[src/sdcard_mem.hex]
// One column: card data byte in hex, address 0 first, byte n = (3n + 1) mod 256
01
04
07
0A
0D
10
13
16
19
1C
1F
22
25
28
2B
2E
31
34
37
3A
3D
40
43
46
49
4C
4F
52
55
58
5B
5E
61
64
67
6A
6D
70
73
76
79
7C
7F
82
85
88
8B
8E
91
94
97
9A
9D
A0
A3
A6
A9
AC
AF
B2
B5
B8
BB
BE

[src/sdcard_pkg.sv]
package sdcard_pkg;

    // CMD8 argument view
    typedef struct packed {
        logic [17:0] reserved;
        logic        pcie_1v2;
        logic        pcie_avail;
        logic [3:0]  vhs;          // Voltage supplied
        logic [7:0]  check;        // Echo pattern
    } sd_if_cond_t;

    // ACMD41 argument and OCR view
    typedef struct packed {
        logic        busy;         // Power-up done in OCR
        logic        hcs;
        logic [5:0]  reserved;
        logic [23:0] vdd_window;
    } sd_op_cond_t;

    typedef union packed {
        sd_if_cond_t if_cond;
        sd_op_cond_t op_cond;
        logic [31:0] blk_addr;     // CMD17 block number
    } sd_arg_u;

    typedef struct packed {
        logic [5:0] index;
        sd_arg_u    arg;
        logic       crc_ok;        // Start, CRC7 and end bit all good
    } sd_cmd_t;

    typedef enum logic [1:0] {
        RESP_R1,
        RESP_R3,
        RESP_R7
    } sd_resp_kind_e;

    typedef struct packed {
        sd_resp_kind_e kind;
        logic [7:0]    r1;
        logic [31:0]   payload;    // OCR or interface condition
        logic          start_data; // Read block follows
    } sd_resp_t;

    localparam int R1_IN_IDLE        = 0;
    localparam int R1_ILLEGAL_CMD    = 2;
    localparam int R1_COM_CRC_ERROR  = 3;

    localparam logic [5:0] CMD_GO_IDLE         = 6'd0;
    localparam logic [5:0] CMD_SEND_IF_COND    = 6'd8;
    localparam logic [5:0] CMD_READ_SINGLE     = 6'd17;
    localparam logic [5:0] CMD_SD_SEND_OP_COND = 6'd41;
    localparam logic [5:0] CMD_APP_CMD         = 6'd55;
    localparam logic [5:0] CMD_READ_OCR        = 6'd58;

    localparam logic [7:0] DATA_TOKEN = 8'hFE;

endpackage

[src/sdcard_crc16.sv]
`timescale 1ns/1ps

module sdcard_crc16 (
    input  logic        i_clk,
    input  logic        i_nrst,
    input  logic        i_clear,
    input  logic        i_next,
    input  logic [7:0]  i_byte,
    output logic [15:0] o_crc
);

    logic [15:0] crc_q;
    logic [15:0] crc_n;

    // CCITT 0x1021, one byte MSB first
    always_comb begin
        logic fb;
        crc_n = crc_q;
        for (int i = 7; i >= 0; i--) begin
            fb    = crc_n[15] ^ i_byte[i];
            crc_n = {crc_n[14:0], 1'b0} ^ (fb ? 16'h1021 : 16'h0000);
        end
    end

    always_ff @(posedge i_clk or negedge i_nrst) begin
        if (!i_nrst) begin
            crc_q <= '0;
        end else if (i_clear) begin
            crc_q <= '0;
        end else if (i_next) begin
            crc_q <= crc_n;
        end
    end

    assign o_crc = crc_q;

endmodule

[src/sdcard_mem.sv]
`timescale 1ns/1ps

module sdcard_mem #(
    parameter int P_MEM_BYTES = 64
) (
    input  logic                           i_clk,
    input  logic [$clog2(P_MEM_BYTES)-1:0] i_addr,
    output logic [7:0]                     o_rdata
);

    logic [7:0] mem [P_MEM_BYTES];

    // Image of the card contents
    initial begin
        $readmemh("/design/src/sdcard_mem.hex", mem);
    end

    always_ff @(posedge i_clk) begin
        o_rdata <= mem[i_addr];             // One cycle read latency
    end

endmodule

[src/sdcard_cmd_rx.sv]
`timescale 1ns/1ps

module sdcard_cmd_rx (
    input  logic               i_clk,
    input  logic               i_nrst,
    input  logic               i_cs,
    input  logic               i_mosi,
    output logic               o_cmd_valid,
    output sdcard_pkg::sd_cmd_t o_cmd
);

    logic        active;           // Frame in progress
    logic [5:0]  bit_cnt;
    logic [46:0] shift_q;
    logic [6:0]  crc7_q;
    logic [47:0] frame_n;
    logic [6:0]  crc7_base;
    logic [6:0]  crc7_n;
    logic        crc7_fb;
    logic        take_bit;
    logic        last_bit;

    assign frame_n  = {shift_q, i_mosi};
    assign take_bit = !i_cs && (active || !i_mosi);
    assign last_bit = active && !i_cs && (bit_cnt == 6'd47);

    // CRC7, x^7 + x^3 + 1, restarted on the start bit
    always_comb begin
        crc7_base = active ? crc7_q : 7'd0;
        crc7_fb   = crc7_base[6] ^ i_mosi;
        crc7_n    = {crc7_base[5:0], 1'b0} ^ (crc7_fb ? 7'h09 : 7'h00);
    end

    always_ff @(posedge i_clk or negedge i_nrst) begin
        if (!i_nrst) begin
            active      <= 1'b0;
            bit_cnt     <= '0;
            o_cmd_valid <= 1'b0;
        end else begin
            o_cmd_valid <= 1'b0;
            if (i_cs) begin
                active <= 1'b0;                 // Partial frame dropped
            end else if (!active) begin
                if (!i_mosi) begin
                    active  <= 1'b1;
                    bit_cnt <= 6'd1;
                end
            end else begin
                bit_cnt <= bit_cnt + 6'd1;
                if (last_bit) begin
                    active      <= 1'b0;
                    o_cmd_valid <= 1'b1;
                end
            end
        end
    end

    always_ff @(posedge i_clk) begin
        if (take_bit) begin
            shift_q <= frame_n[46:0];
            if (!active || bit_cnt < 6'd40) begin
                crc7_q <= crc7_n;               // Only over index and argument
            end
        end
        if (last_bit) begin
            o_cmd.index        <= frame_n[45:40];
            o_cmd.arg.blk_addr <= frame_n[39:8];
            o_cmd.crc_ok       <= frame_n[46] && (frame_n[7:1] == crc7_q) && frame_n[0];
        end
    end

endmodule

[src/sdcard_resp_tx.sv]
`timescale 1ns/1ps

module sdcard_resp_tx #(
    parameter int P_NCR_BYTES = 1
) (
    input  logic                 i_clk,
    input  logic                 i_nrst,
    input  logic                 i_resp_valid,
    input  sdcard_pkg::sd_resp_t i_resp,
    input  logic                 i_dat_trans,
    input  logic                 i_dat_bit,
    output logic                 o_tx_busy,
    output logic                 o_miso
);

    logic [2:0]  bit_cnt;
    logic [3:0]  byte_cnt;         // Counts filler bytes too
    logic [3:0]  last_byte;
    logic [47:0] shift_q;
    logic        in_ncr;

    assign in_ncr = byte_cnt < 4'(P_NCR_BYTES);

    always_ff @(posedge i_clk or negedge i_nrst) begin
        if (!i_nrst) begin
            o_tx_busy <= 1'b0;
            bit_cnt   <= '0;
            byte_cnt  <= '0;
        end else if (i_resp_valid) begin
            o_tx_busy <= 1'b1;
            bit_cnt   <= '0;
            byte_cnt  <= '0;
        end else if (o_tx_busy) begin
            bit_cnt <= bit_cnt + 3'd1;
            if (bit_cnt == 3'd7) begin
                byte_cnt <= byte_cnt + 4'd1;
                if (byte_cnt == last_byte) o_tx_busy <= 1'b0;
            end
        end
    end

    always_ff @(posedge i_clk) begin
        if (i_resp_valid) begin
            shift_q   <= {i_resp.r1, i_resp.payload, 8'hFF};
            // R1 alone or R1 plus four payload bytes
            last_byte <= 4'(P_NCR_BYTES) +
                         ((i_resp.kind == sdcard_pkg::RESP_R1) ? 4'd0 : 4'd4);
        end else if (o_tx_busy && !in_ncr) begin
            shift_q <= {shift_q[46:0], 1'b1};
        end
    end

    always_comb begin
        if (o_tx_busy) o_miso = in_ncr ? 1'b1 : shift_q[47];
        else if (i_dat_trans) o_miso = i_dat_bit;
        else o_miso = 1'b1;                 // Bus idles high
    end

    a_no_resp_while_busy: assert property (@(posedge i_clk) disable iff (!i_nrst)
        i_resp_valid |-> !o_tx_busy)
        else $error("new response while previous one is still shifting");

    // Block sequencer must hold off until the response is out
    a_no_block_overlap: assert property (@(posedge i_clk) disable iff (!i_nrst)
        o_tx_busy |-> !i_dat_trans)
        else $error("data block overlaps a response");

endmodule

[src/sdcard_ctrl.sv]
`timescale 1ns/1ps

module sdcard_ctrl #(
    parameter int          P_POWERUP_CYCLES = 450,
    parameter int          P_BLOCK_BYTES    = 512,
    parameter int          P_MEM_BYTES      = 64,
    parameter logic [3:0]  P_VHS            = 4'h1,
    parameter logic [23:0] P_VDD_WINDOW     = 24'hFF8000,
    parameter logic        P_HCS            = 1'b1
) (
    input  logic                           i_clk,
    input  logic                           i_nrst,
    input  logic                           i_cmd_valid,
    input  sdcard_pkg::sd_cmd_t             i_cmd,
    input  logic                           i_tx_busy,
    input  logic                           i_cs,
    output logic                           o_resp_valid,
    output sdcard_pkg::sd_resp_t            o_resp,
    output logic [$clog2(P_MEM_BYTES)-1:0] o_mem_addr,
    input  logic [7:0]                     i_mem_rdata,
    output logic                           o_crc16_clear,
    output logic                           o_crc16_next,
    output logic [7:0]                     o_crc_byte,
    input  logic [15:0]                    i_crc16,
    output logic                           o_dat_trans,
    output logic                           o_dat_bit
);

    localparam int AW = $clog2(P_MEM_BYTES);
    localparam int BW = $clog2(P_BLOCK_BYTES);
    localparam int PW = $clog2(P_POWERUP_CYCLES + 1);

    localparam logic [1:0] SEQ_IDLE  = 2'd0;
    localparam logic [1:0] SEQ_TOKEN = 2'd1;
    localparam logic [1:0] SEQ_DATA  = 2'd2;
    localparam logic [1:0] SEQ_CRC   = 2'd3;

    logic                 card_ready;    // 0 is the idle state
    logic [PW-1:0]        pwr_cnt;
    logic                 pwr_done;
    logic                 ocr_hcs;
    logic [23:0]          ocr_window;
    logic                 rd_pending;
    logic [1:0]           seq;
    logic [3:0]           bit_cnt;
    logic [BW-1:0]        byte_cnt;
    logic [15:0]          dat_sh;
    sdcard_pkg::sd_resp_t resp_n;
    sdcard_pkg::sd_arg_u  pl;
    logic                 ready_n;
    logic                 ocr_latch;
    logic [31:0]          blk_byte;
    logic                 byte_end;
    logic                 last_byte;
    logic                 mem_step;

    always_comb begin
        resp_n      = '0;
        pl          = '0;
        ready_n     = card_ready;
        ocr_latch   = 1'b0;
        blk_byte    = i_cmd.arg.blk_addr * 32'(P_BLOCK_BYTES);
        resp_n.kind = sdcard_pkg::RESP_R1;
        resp_n.r1[sdcard_pkg::R1_IN_IDLE] = !card_ready;
        if (!i_cmd.crc_ok) begin
            resp_n.r1[sdcard_pkg::R1_COM_CRC_ERROR] = 1'b1;
        end else begin
            case (i_cmd.index)
                sdcard_pkg::CMD_GO_IDLE: begin
                    resp_n.r1 = 8'h01;
                    ready_n   = 1'b0;
                end
                sdcard_pkg::CMD_SEND_IF_COND: begin
                    resp_n.kind      = sdcard_pkg::RESP_R7;
                    pl.if_cond.vhs   = i_cmd.arg.if_cond.vhs & P_VHS;
                    pl.if_cond.check = i_cmd.arg.if_cond.check;
                end
                sdcard_pkg::CMD_APP_CMD: begin
                end
                sdcard_pkg::CMD_SD_SEND_OP_COND: begin
                    if ((i_cmd.arg.op_cond.vdd_window & P_VDD_WINDOW) == 24'd0) begin
                        resp_n.r1[sdcard_pkg::R1_ILLEGAL_CMD] = 1'b1;
                    end else begin
                        ocr_latch = 1'b1;
                        ready_n   = pwr_done;   // Still busy until power-up ends
                        resp_n.r1 = {7'd0, !pwr_done};
                    end
                end
                sdcard_pkg::CMD_READ_OCR: begin
                    resp_n.kind           = sdcard_pkg::RESP_R3;
                    pl.op_cond.busy       = pwr_done;
                    pl.op_cond.hcs        = ocr_hcs & P_HCS;
                    pl.op_cond.vdd_window = ocr_window & P_VDD_WINDOW;
                end
                sdcard_pkg::CMD_READ_SINGLE: begin
                    if (card_ready) begin
                        resp_n.start_data = 1'b1;
                    end else begin
                        resp_n.r1[sdcard_pkg::R1_ILLEGAL_CMD] = 1'b1;
                    end
                end
                default: resp_n.r1[sdcard_pkg::R1_ILLEGAL_CMD] = 1'b1;
            endcase
        end
        resp_n.payload = pl;
    end

    assign byte_end      = bit_cnt[2:0] == 3'd7;
    assign last_byte     = byte_cnt == BW'(P_BLOCK_BYTES - 1);
    assign mem_step      = byte_end && (seq == SEQ_TOKEN || (seq == SEQ_DATA && !last_byte));
    assign o_crc16_clear = seq == SEQ_IDLE;
    assign o_crc16_next  = mem_step;       // Byte is sampled as it enters the shifter
    assign o_crc_byte    = i_mem_rdata;
    assign o_dat_bit     = dat_sh[15];

    always_ff @(posedge i_clk or negedge i_nrst) begin
        if (!i_nrst) begin
            card_ready   <= 1'b0;
            pwr_cnt      <= '0;
            pwr_done     <= 1'b0;
            ocr_hcs      <= 1'b0;
            ocr_window   <= '0;
            o_resp_valid <= 1'b0;
            rd_pending   <= 1'b0;
            seq          <= SEQ_IDLE;
            bit_cnt      <= '0;
            byte_cnt     <= '0;
            o_dat_trans  <= 1'b0;
        end else begin
            if (!pwr_done) begin
                if (pwr_cnt == PW'(P_POWERUP_CYCLES)) pwr_done <= 1'b1;
                else pwr_cnt <= pwr_cnt + 1'b1;
            end
            o_resp_valid <= i_cmd_valid;
            if (i_cmd_valid) begin
                card_ready <= ready_n;
                if (ocr_latch) begin
                    ocr_hcs    <= i_cmd.arg.op_cond.hcs;
                    ocr_window <= i_cmd.arg.op_cond.vdd_window;
                end
            end
            if (o_resp_valid && o_resp.start_data) rd_pending <= 1'b1;
            case (seq)
                SEQ_IDLE: begin
                    if (rd_pending && !i_tx_busy && !i_cs) begin
                        seq         <= SEQ_TOKEN;
                        rd_pending  <= 1'b0;
                        bit_cnt     <= '0;
                        byte_cnt    <= '0;
                        o_dat_trans <= 1'b1;
                    end
                end
                SEQ_TOKEN, SEQ_DATA: begin
                    bit_cnt <= bit_cnt + 4'd1;
                    if (byte_end) begin
                        bit_cnt <= '0;
                        if (seq == SEQ_TOKEN) seq <= SEQ_DATA;
                        else byte_cnt <= byte_cnt + 1'b1;
                        if (seq == SEQ_DATA && last_byte) seq <= SEQ_CRC;
                    end
                end
                default: begin
                    bit_cnt <= bit_cnt + 4'd1;
                    if (bit_cnt == 4'd15) begin
                        seq         <= SEQ_IDLE;
                        o_dat_trans <= 1'b0;
                    end
                end
            endcase
        end
    end

    always_ff @(posedge i_clk) begin
        if (i_cmd_valid) o_resp <= resp_n;
        if (i_cmd_valid && resp_n.start_data) o_mem_addr <= blk_byte[AW-1:0];
        else if (mem_step) o_mem_addr <= o_mem_addr + 1'b1;
        if (seq == SEQ_IDLE) dat_sh <= {sdcard_pkg::DATA_TOKEN, 8'hFF};
        else if (mem_step) dat_sh <= {i_mem_rdata, 8'hFF};
        else if (seq == SEQ_DATA && byte_end) dat_sh <= i_crc16;
        else dat_sh <= {dat_sh[14:0], 1'b1};
    end

    // Host waits for the whole response before the next frame
    a_no_cmd_while_tx: assert property (@(posedge i_clk) disable iff (!i_nrst)
        i_cmd_valid |-> !i_tx_busy)
        else $error("command strobe while response transmitter is busy");

endmodule

[src/sdcard_spi_top.sv]
`timescale 1ns/1ps

module sdcard_spi_top #(
    parameter int          P_POWERUP_CYCLES = 450,
    parameter int          P_NCR_BYTES      = 1,
    parameter int          P_BLOCK_BYTES    = 512,
    parameter int          P_MEM_BYTES      = 64,
    parameter logic [3:0]  P_VHS            = 4'h1,
    parameter logic [23:0] P_VDD_WINDOW     = 24'hFF8000,
    parameter logic        P_HCS            = 1'b1
) (
    input  logic i_clk,
    input  logic i_nrst,
    input  logic i_cs,
    input  logic i_mosi,
    output logic o_miso
);

    localparam int AW = $clog2(P_MEM_BYTES);

    sdcard_pkg::sd_cmd_t  cmd;
    sdcard_pkg::sd_resp_t resp;
    logic                 cmd_valid;
    logic                 resp_valid;
    logic                 tx_busy;
    logic [AW-1:0]        mem_addr;
    logic [7:0]           mem_rdata;
    logic                 crc16_clear;
    logic                 crc16_next;
    logic [7:0]           crc_byte;
    logic [15:0]          crc16;
    logic                 dat_trans;
    logic                 dat_bit;

    sdcard_cmd_rx i_cmd_rx (
        .i_clk, .i_nrst, .i_cs, .i_mosi,
        .o_cmd_valid(cmd_valid), .o_cmd(cmd)
    );

    sdcard_ctrl #(
        .P_POWERUP_CYCLES(P_POWERUP_CYCLES), .P_BLOCK_BYTES(P_BLOCK_BYTES),
        .P_MEM_BYTES(P_MEM_BYTES), .P_VHS(P_VHS),
        .P_VDD_WINDOW(P_VDD_WINDOW), .P_HCS(P_HCS)
    ) i_ctrl (
        .i_clk, .i_nrst, .i_cmd_valid(cmd_valid), .i_cmd(cmd),
        .i_tx_busy(tx_busy), .i_cs,
        .o_resp_valid(resp_valid), .o_resp(resp),
        .o_mem_addr(mem_addr), .i_mem_rdata(mem_rdata),
        .o_crc16_clear(crc16_clear), .o_crc16_next(crc16_next),
        .o_crc_byte(crc_byte), .i_crc16(crc16),
        .o_dat_trans(dat_trans), .o_dat_bit(dat_bit)
    );

    sdcard_resp_tx #(.P_NCR_BYTES(P_NCR_BYTES)) i_resp_tx (
        .i_clk, .i_nrst, .i_resp_valid(resp_valid), .i_resp(resp),
        .i_dat_trans(dat_trans), .i_dat_bit(dat_bit),
        .o_tx_busy(tx_busy), .o_miso
    );

    sdcard_mem #(.P_MEM_BYTES(P_MEM_BYTES)) i_mem (
        .i_clk, .i_addr(mem_addr), .o_rdata(mem_rdata)
    );

    sdcard_crc16 i_crc16 (
        .i_clk, .i_nrst, .i_clear(crc16_clear), .i_next(crc16_next),
        .i_byte(crc_byte), .o_crc(crc16)
    );

endmodule

[config.mk]
export PLATFORM = sky130hd
export DESIGN_NAME = sdcard_spi_top
export DESIGN_NICKNAME = d
export VERILOG_FILES = /design/src/sdcard_pkg.sv /design/src/sdcard_crc16.sv /design/src/sdcard_mem.sv /design/src/sdcard_cmd_rx.sv /design/src/sdcard_resp_tx.sv /design/src/sdcard_ctrl.sv /design/src/sdcard_spi_top.sv
export SDC_FILE = /design/constraint.sdc
export NUM_CORES = 1
export LEC_CHECK = 0
export BUFFER_PORTS_ARGS = -buffer_cell sky130_fd_sc_hd__buf_4
export CORE_MARGIN = 1.5
export CORE_UTILIZATION = 38
export DETAILED_ROUTE_END_ITERATION = 6
export SYNTH_ARGS = -nofsm -noshare
export SYNTH_HDL_FRONTEND = slang
export SYNTH_SLANG_ARGS = --single-unit
[constraint.sdc]
create_clock -name i_clk -period 3.6 [get_ports i_clk]
set_input_delay 0.18 -clock i_clk [delete_from_list [all_inputs] [get_ports i_clk]]
set_output_delay 0.18 -clock i_clk [all_outputs]
set_load 0.1 [all_outputs]
==> out/qor.yml <==
fmax_ghz: 0.443
synth_edf_count: 146
row_count: 54
drtPass1Iterations: 4
post_cts_buffers: 0
grt_pass1_wl_um: 20400
p_total_mw: 5.88
n_fill_cell: 1942
rr_worst_depth: 6
post-route-min-period_ns: 2.26
viasPerCell: 4.84
grtUsageTotal: 0.111
syn_area_per_cell_um2: 15.0
top_layer: "met4"
tightest_slew_ns: 0.891
layout_commonest_cell: "edfxtp_1"
die-area_um2: 23000
synthesis.instances: 559
die_y_um: 152
async_flop_share: 0.253
synth-seq-area-share: 0.724
critical_path_arrival_ns: 2.66
worstPathRequired_ns: 4.01
antennaDiodeCount: 0
power_density_nw_per_um2: 614
dp.cells: 836
final_cells: 880
max_slew_margin: 0.406
wl_per_cell_um: 13.7
cts-root-buf: "clkbuf_16"
drt_iter0_markers: 180
clk_pin_slew_ns: 0.06
syn_area_um2: 8400
end_kind: "register"
die_w_um: 152
grt_setup_unrepaired: "false"
fin_crit_sh: 0.627
setup_tns_ns: 0
syn2layout_area_growth_pct: 14.0
cp_max_fo: 15
synth_warnings: 0
synth.distinct_cells: 51
syn_nets: 579
post-dp-hpwl_um: 7600
final_cell_mix: "edfxtp_1, dfrtp_1, nand2_1, mux2_2, and2_1"
start_kind: "register"
grt_pass1_vias: 4227
initial_utilization: 0.386
num_vias: 4263
antenna_found_initial: 0
wl_met1_um: 5700
place.gp.congestion: 0.826
wirelength_um: 12100
drc: 0
slew_viol_final: 0
io_buffers: 4
rr_startpoint: "i_ctrl.seq[0]"
utilization: 0.440
hp-class: "primary input to asynchronous set/reset pin"
clk_latency_ns: 0.49
crit_type: "register to register"
r2r_end: "i_ctrl.byte_cnt[4]"
drive_above_1_share: 0.140
htreeDepth: 1
peakVddDrop_uv: 358
final_hold_viol_count: 0
grt_max_degree: 56
status: "completed"
power.leakage_nw: 3.54
wl_met3_um: 433
cts_buffers: 23
clock_sinks: 217
clock_skew_ns: 0.00700
setup-violations-final: 0
worst_slack_ns: 1.34
final_nets: 604
overflow: 0
clockBufferDepth: 3
core_um2: 21800
maxCapViolCount: 0
ios: 5
r2r_slack_ns: 1.34
dr_wl_met2_um: 5600
postRouteAntennaNets: 0
post-place-ws_ns: 1.39
synth_seq_cells: 217
ys.flop_type: "edfxtp_1"
cts_tree: "built"
[Yosys cell counts (2+ instances only)]
cell type	number	area share
ha_1	16	0.024
nor2_1	24	0.011
nand4b_1	3	0.0031
a21oi_1	15	0.0089
a31oi_1	2	0.0015
dfxtp_1	16	0.038
nor4_1	4	0.0030
or4_1	3	0.0027
or3_1	7	0.0052
nor3b_1	2	0.0018
inv_1	17	0.0076
and3_1	2	0.0015
xor2_1	6	0.0063
clkbuf_1	7	0.0031
mux2i_1	6	0.0072
a211o_1	2	0.0021
a21o_1	10	0.0089
and2_1	27	0.020
dfrtp_1	55	0.16
o31ai_1	3	0.0027
nand4_1	5	0.0037
o21ai_0	14	0.0083
nor2b_1	24	0.018
edfxtp_1	146	0.52
nor3_1	7	0.0042
nor4b_1	2	0.0021
a22o_1	3	0.0031
nand2b_1	2	0.0015
o22ai_1	2	0.0015
nand2_1	38	0.017
nand3_1	18	0.011
mux2_2	35	0.047
xnor2_1	15	0.016
buf_1	4	0.0018
[layer usage]
layer	global-route usage	up-vias
met5	0	-
met4	0.0442	0
met3	0.0249	27
met2	0.175	46
met1	0.148	2108
li1	-	2082
[worst max path at each step]
stage / from / endpoint / slack [ns] / cells past startpoint
5_1_grt: i_ctrl.seq[0] / i_ctrl.byte_cnt[4] / 1.16 / 6
6_report: i_ctrl.seq[0] / i_ctrl.byte_cnt[4] / 1.34 / 6
2_1_floorplan: i_cmd_rx.active / i_cmd_rx.o_cmd[0] / 0.96 / 3
3_5_place_dp: i_ctrl.seq[0] / i_ctrl.byte_cnt[4] / 1.39 / 6
4_1_cts: i_ctrl.seq[0] / i_ctrl.byte_cnt[4] / 1.38 / 6
3_3_place_gp: i_ctrl.seq[0] / i_ctrl.byte_cnt[7] / 1.52 / 6
[sequential cells by signal (all words and copies together), names as in the netlist, 2 cells and up]
register            cells
i_cmd_rx.shift_q       46
i_resp_tx.shift_q      40
i_cmd_rx.o_cmd         26
i_ctrl.o_resp          26
i_ctrl.dat_sh          16
i_ctrl.byte_cnt         9
i_ctrl.ocr_window       9
i_ctrl.pwr_cnt          9
i_cmd_rx.crc7_q         7
i_cmd_rx.bit_cnt        6
i_ctrl.bit_cnt          4
i_resp_tx.byte_cnt      4
i_resp_tx.bit_cnt       3
i_ctrl.seq              2
[timing repair]
item	in CTS	in global routing
gates resized for setup	0	0
hold buffers	3	0
hold endpoints to repair	57	0
[area by class of cell]
| type | count | area [um2] | share of cell area |
|---|---|---|---|
| clock buffer | 37 | 688 | 0.0719 |
| timing repair buffer | 13 | 105 | 0.0110 |
| inverter | 17 | 63.8 | 0.00667 |
| sequential | 217 | 6080 | 0.635 |
| tap | 280 | 350 | 0.0366 |
| multi-input combinational | 312 | 2210 | 0.231 |
| clock inverter | 4 | 72.6 | 0.00758 |
[kinds of logic after synthesis]
logic type | share of synthesized area
flops | 0.724
simple gates | 0.117
compound gates | 0.0429
mux | 0.0554
buf+inv | 0.0145
xor+xnor | 0.0219
fa+ha+maj | 0.0238
[worst max-delay path, cell delays in order (launching register included)]
cell     delay (ns)
dfrtp_1        0.40
inv_1          0.08
ha_1           0.38
and3b_1        0.22
o22ai_1        0.67
o21ai_0        0.21
a21oi_1        0.20
[stage by stage]
| stage | instance area (um2) | hold slack [ns] |
|---|---|---|
| after floorplan | 8400 | -0.116 |
| after global placement | 8780 | 0.271 |
| after detailed placement | 8780 | 0.284 |
| after CTS | 9570 | 0.303 |
| after global routing | 9570 | 0.382 |
| final | 9570 | 0.298 |
[where the power goes]
part	total (mW)	internal [mW]	leakage [nW]	switching [mW]
registers	3.09	2.97	2.19	0.123
clock network	2.33	1.44	0.370	0.885
logic	0.455	0.193	0.984	0.261
total	5.88	4.61	3.54	1.27
Power figures use the tool's default switching activity.
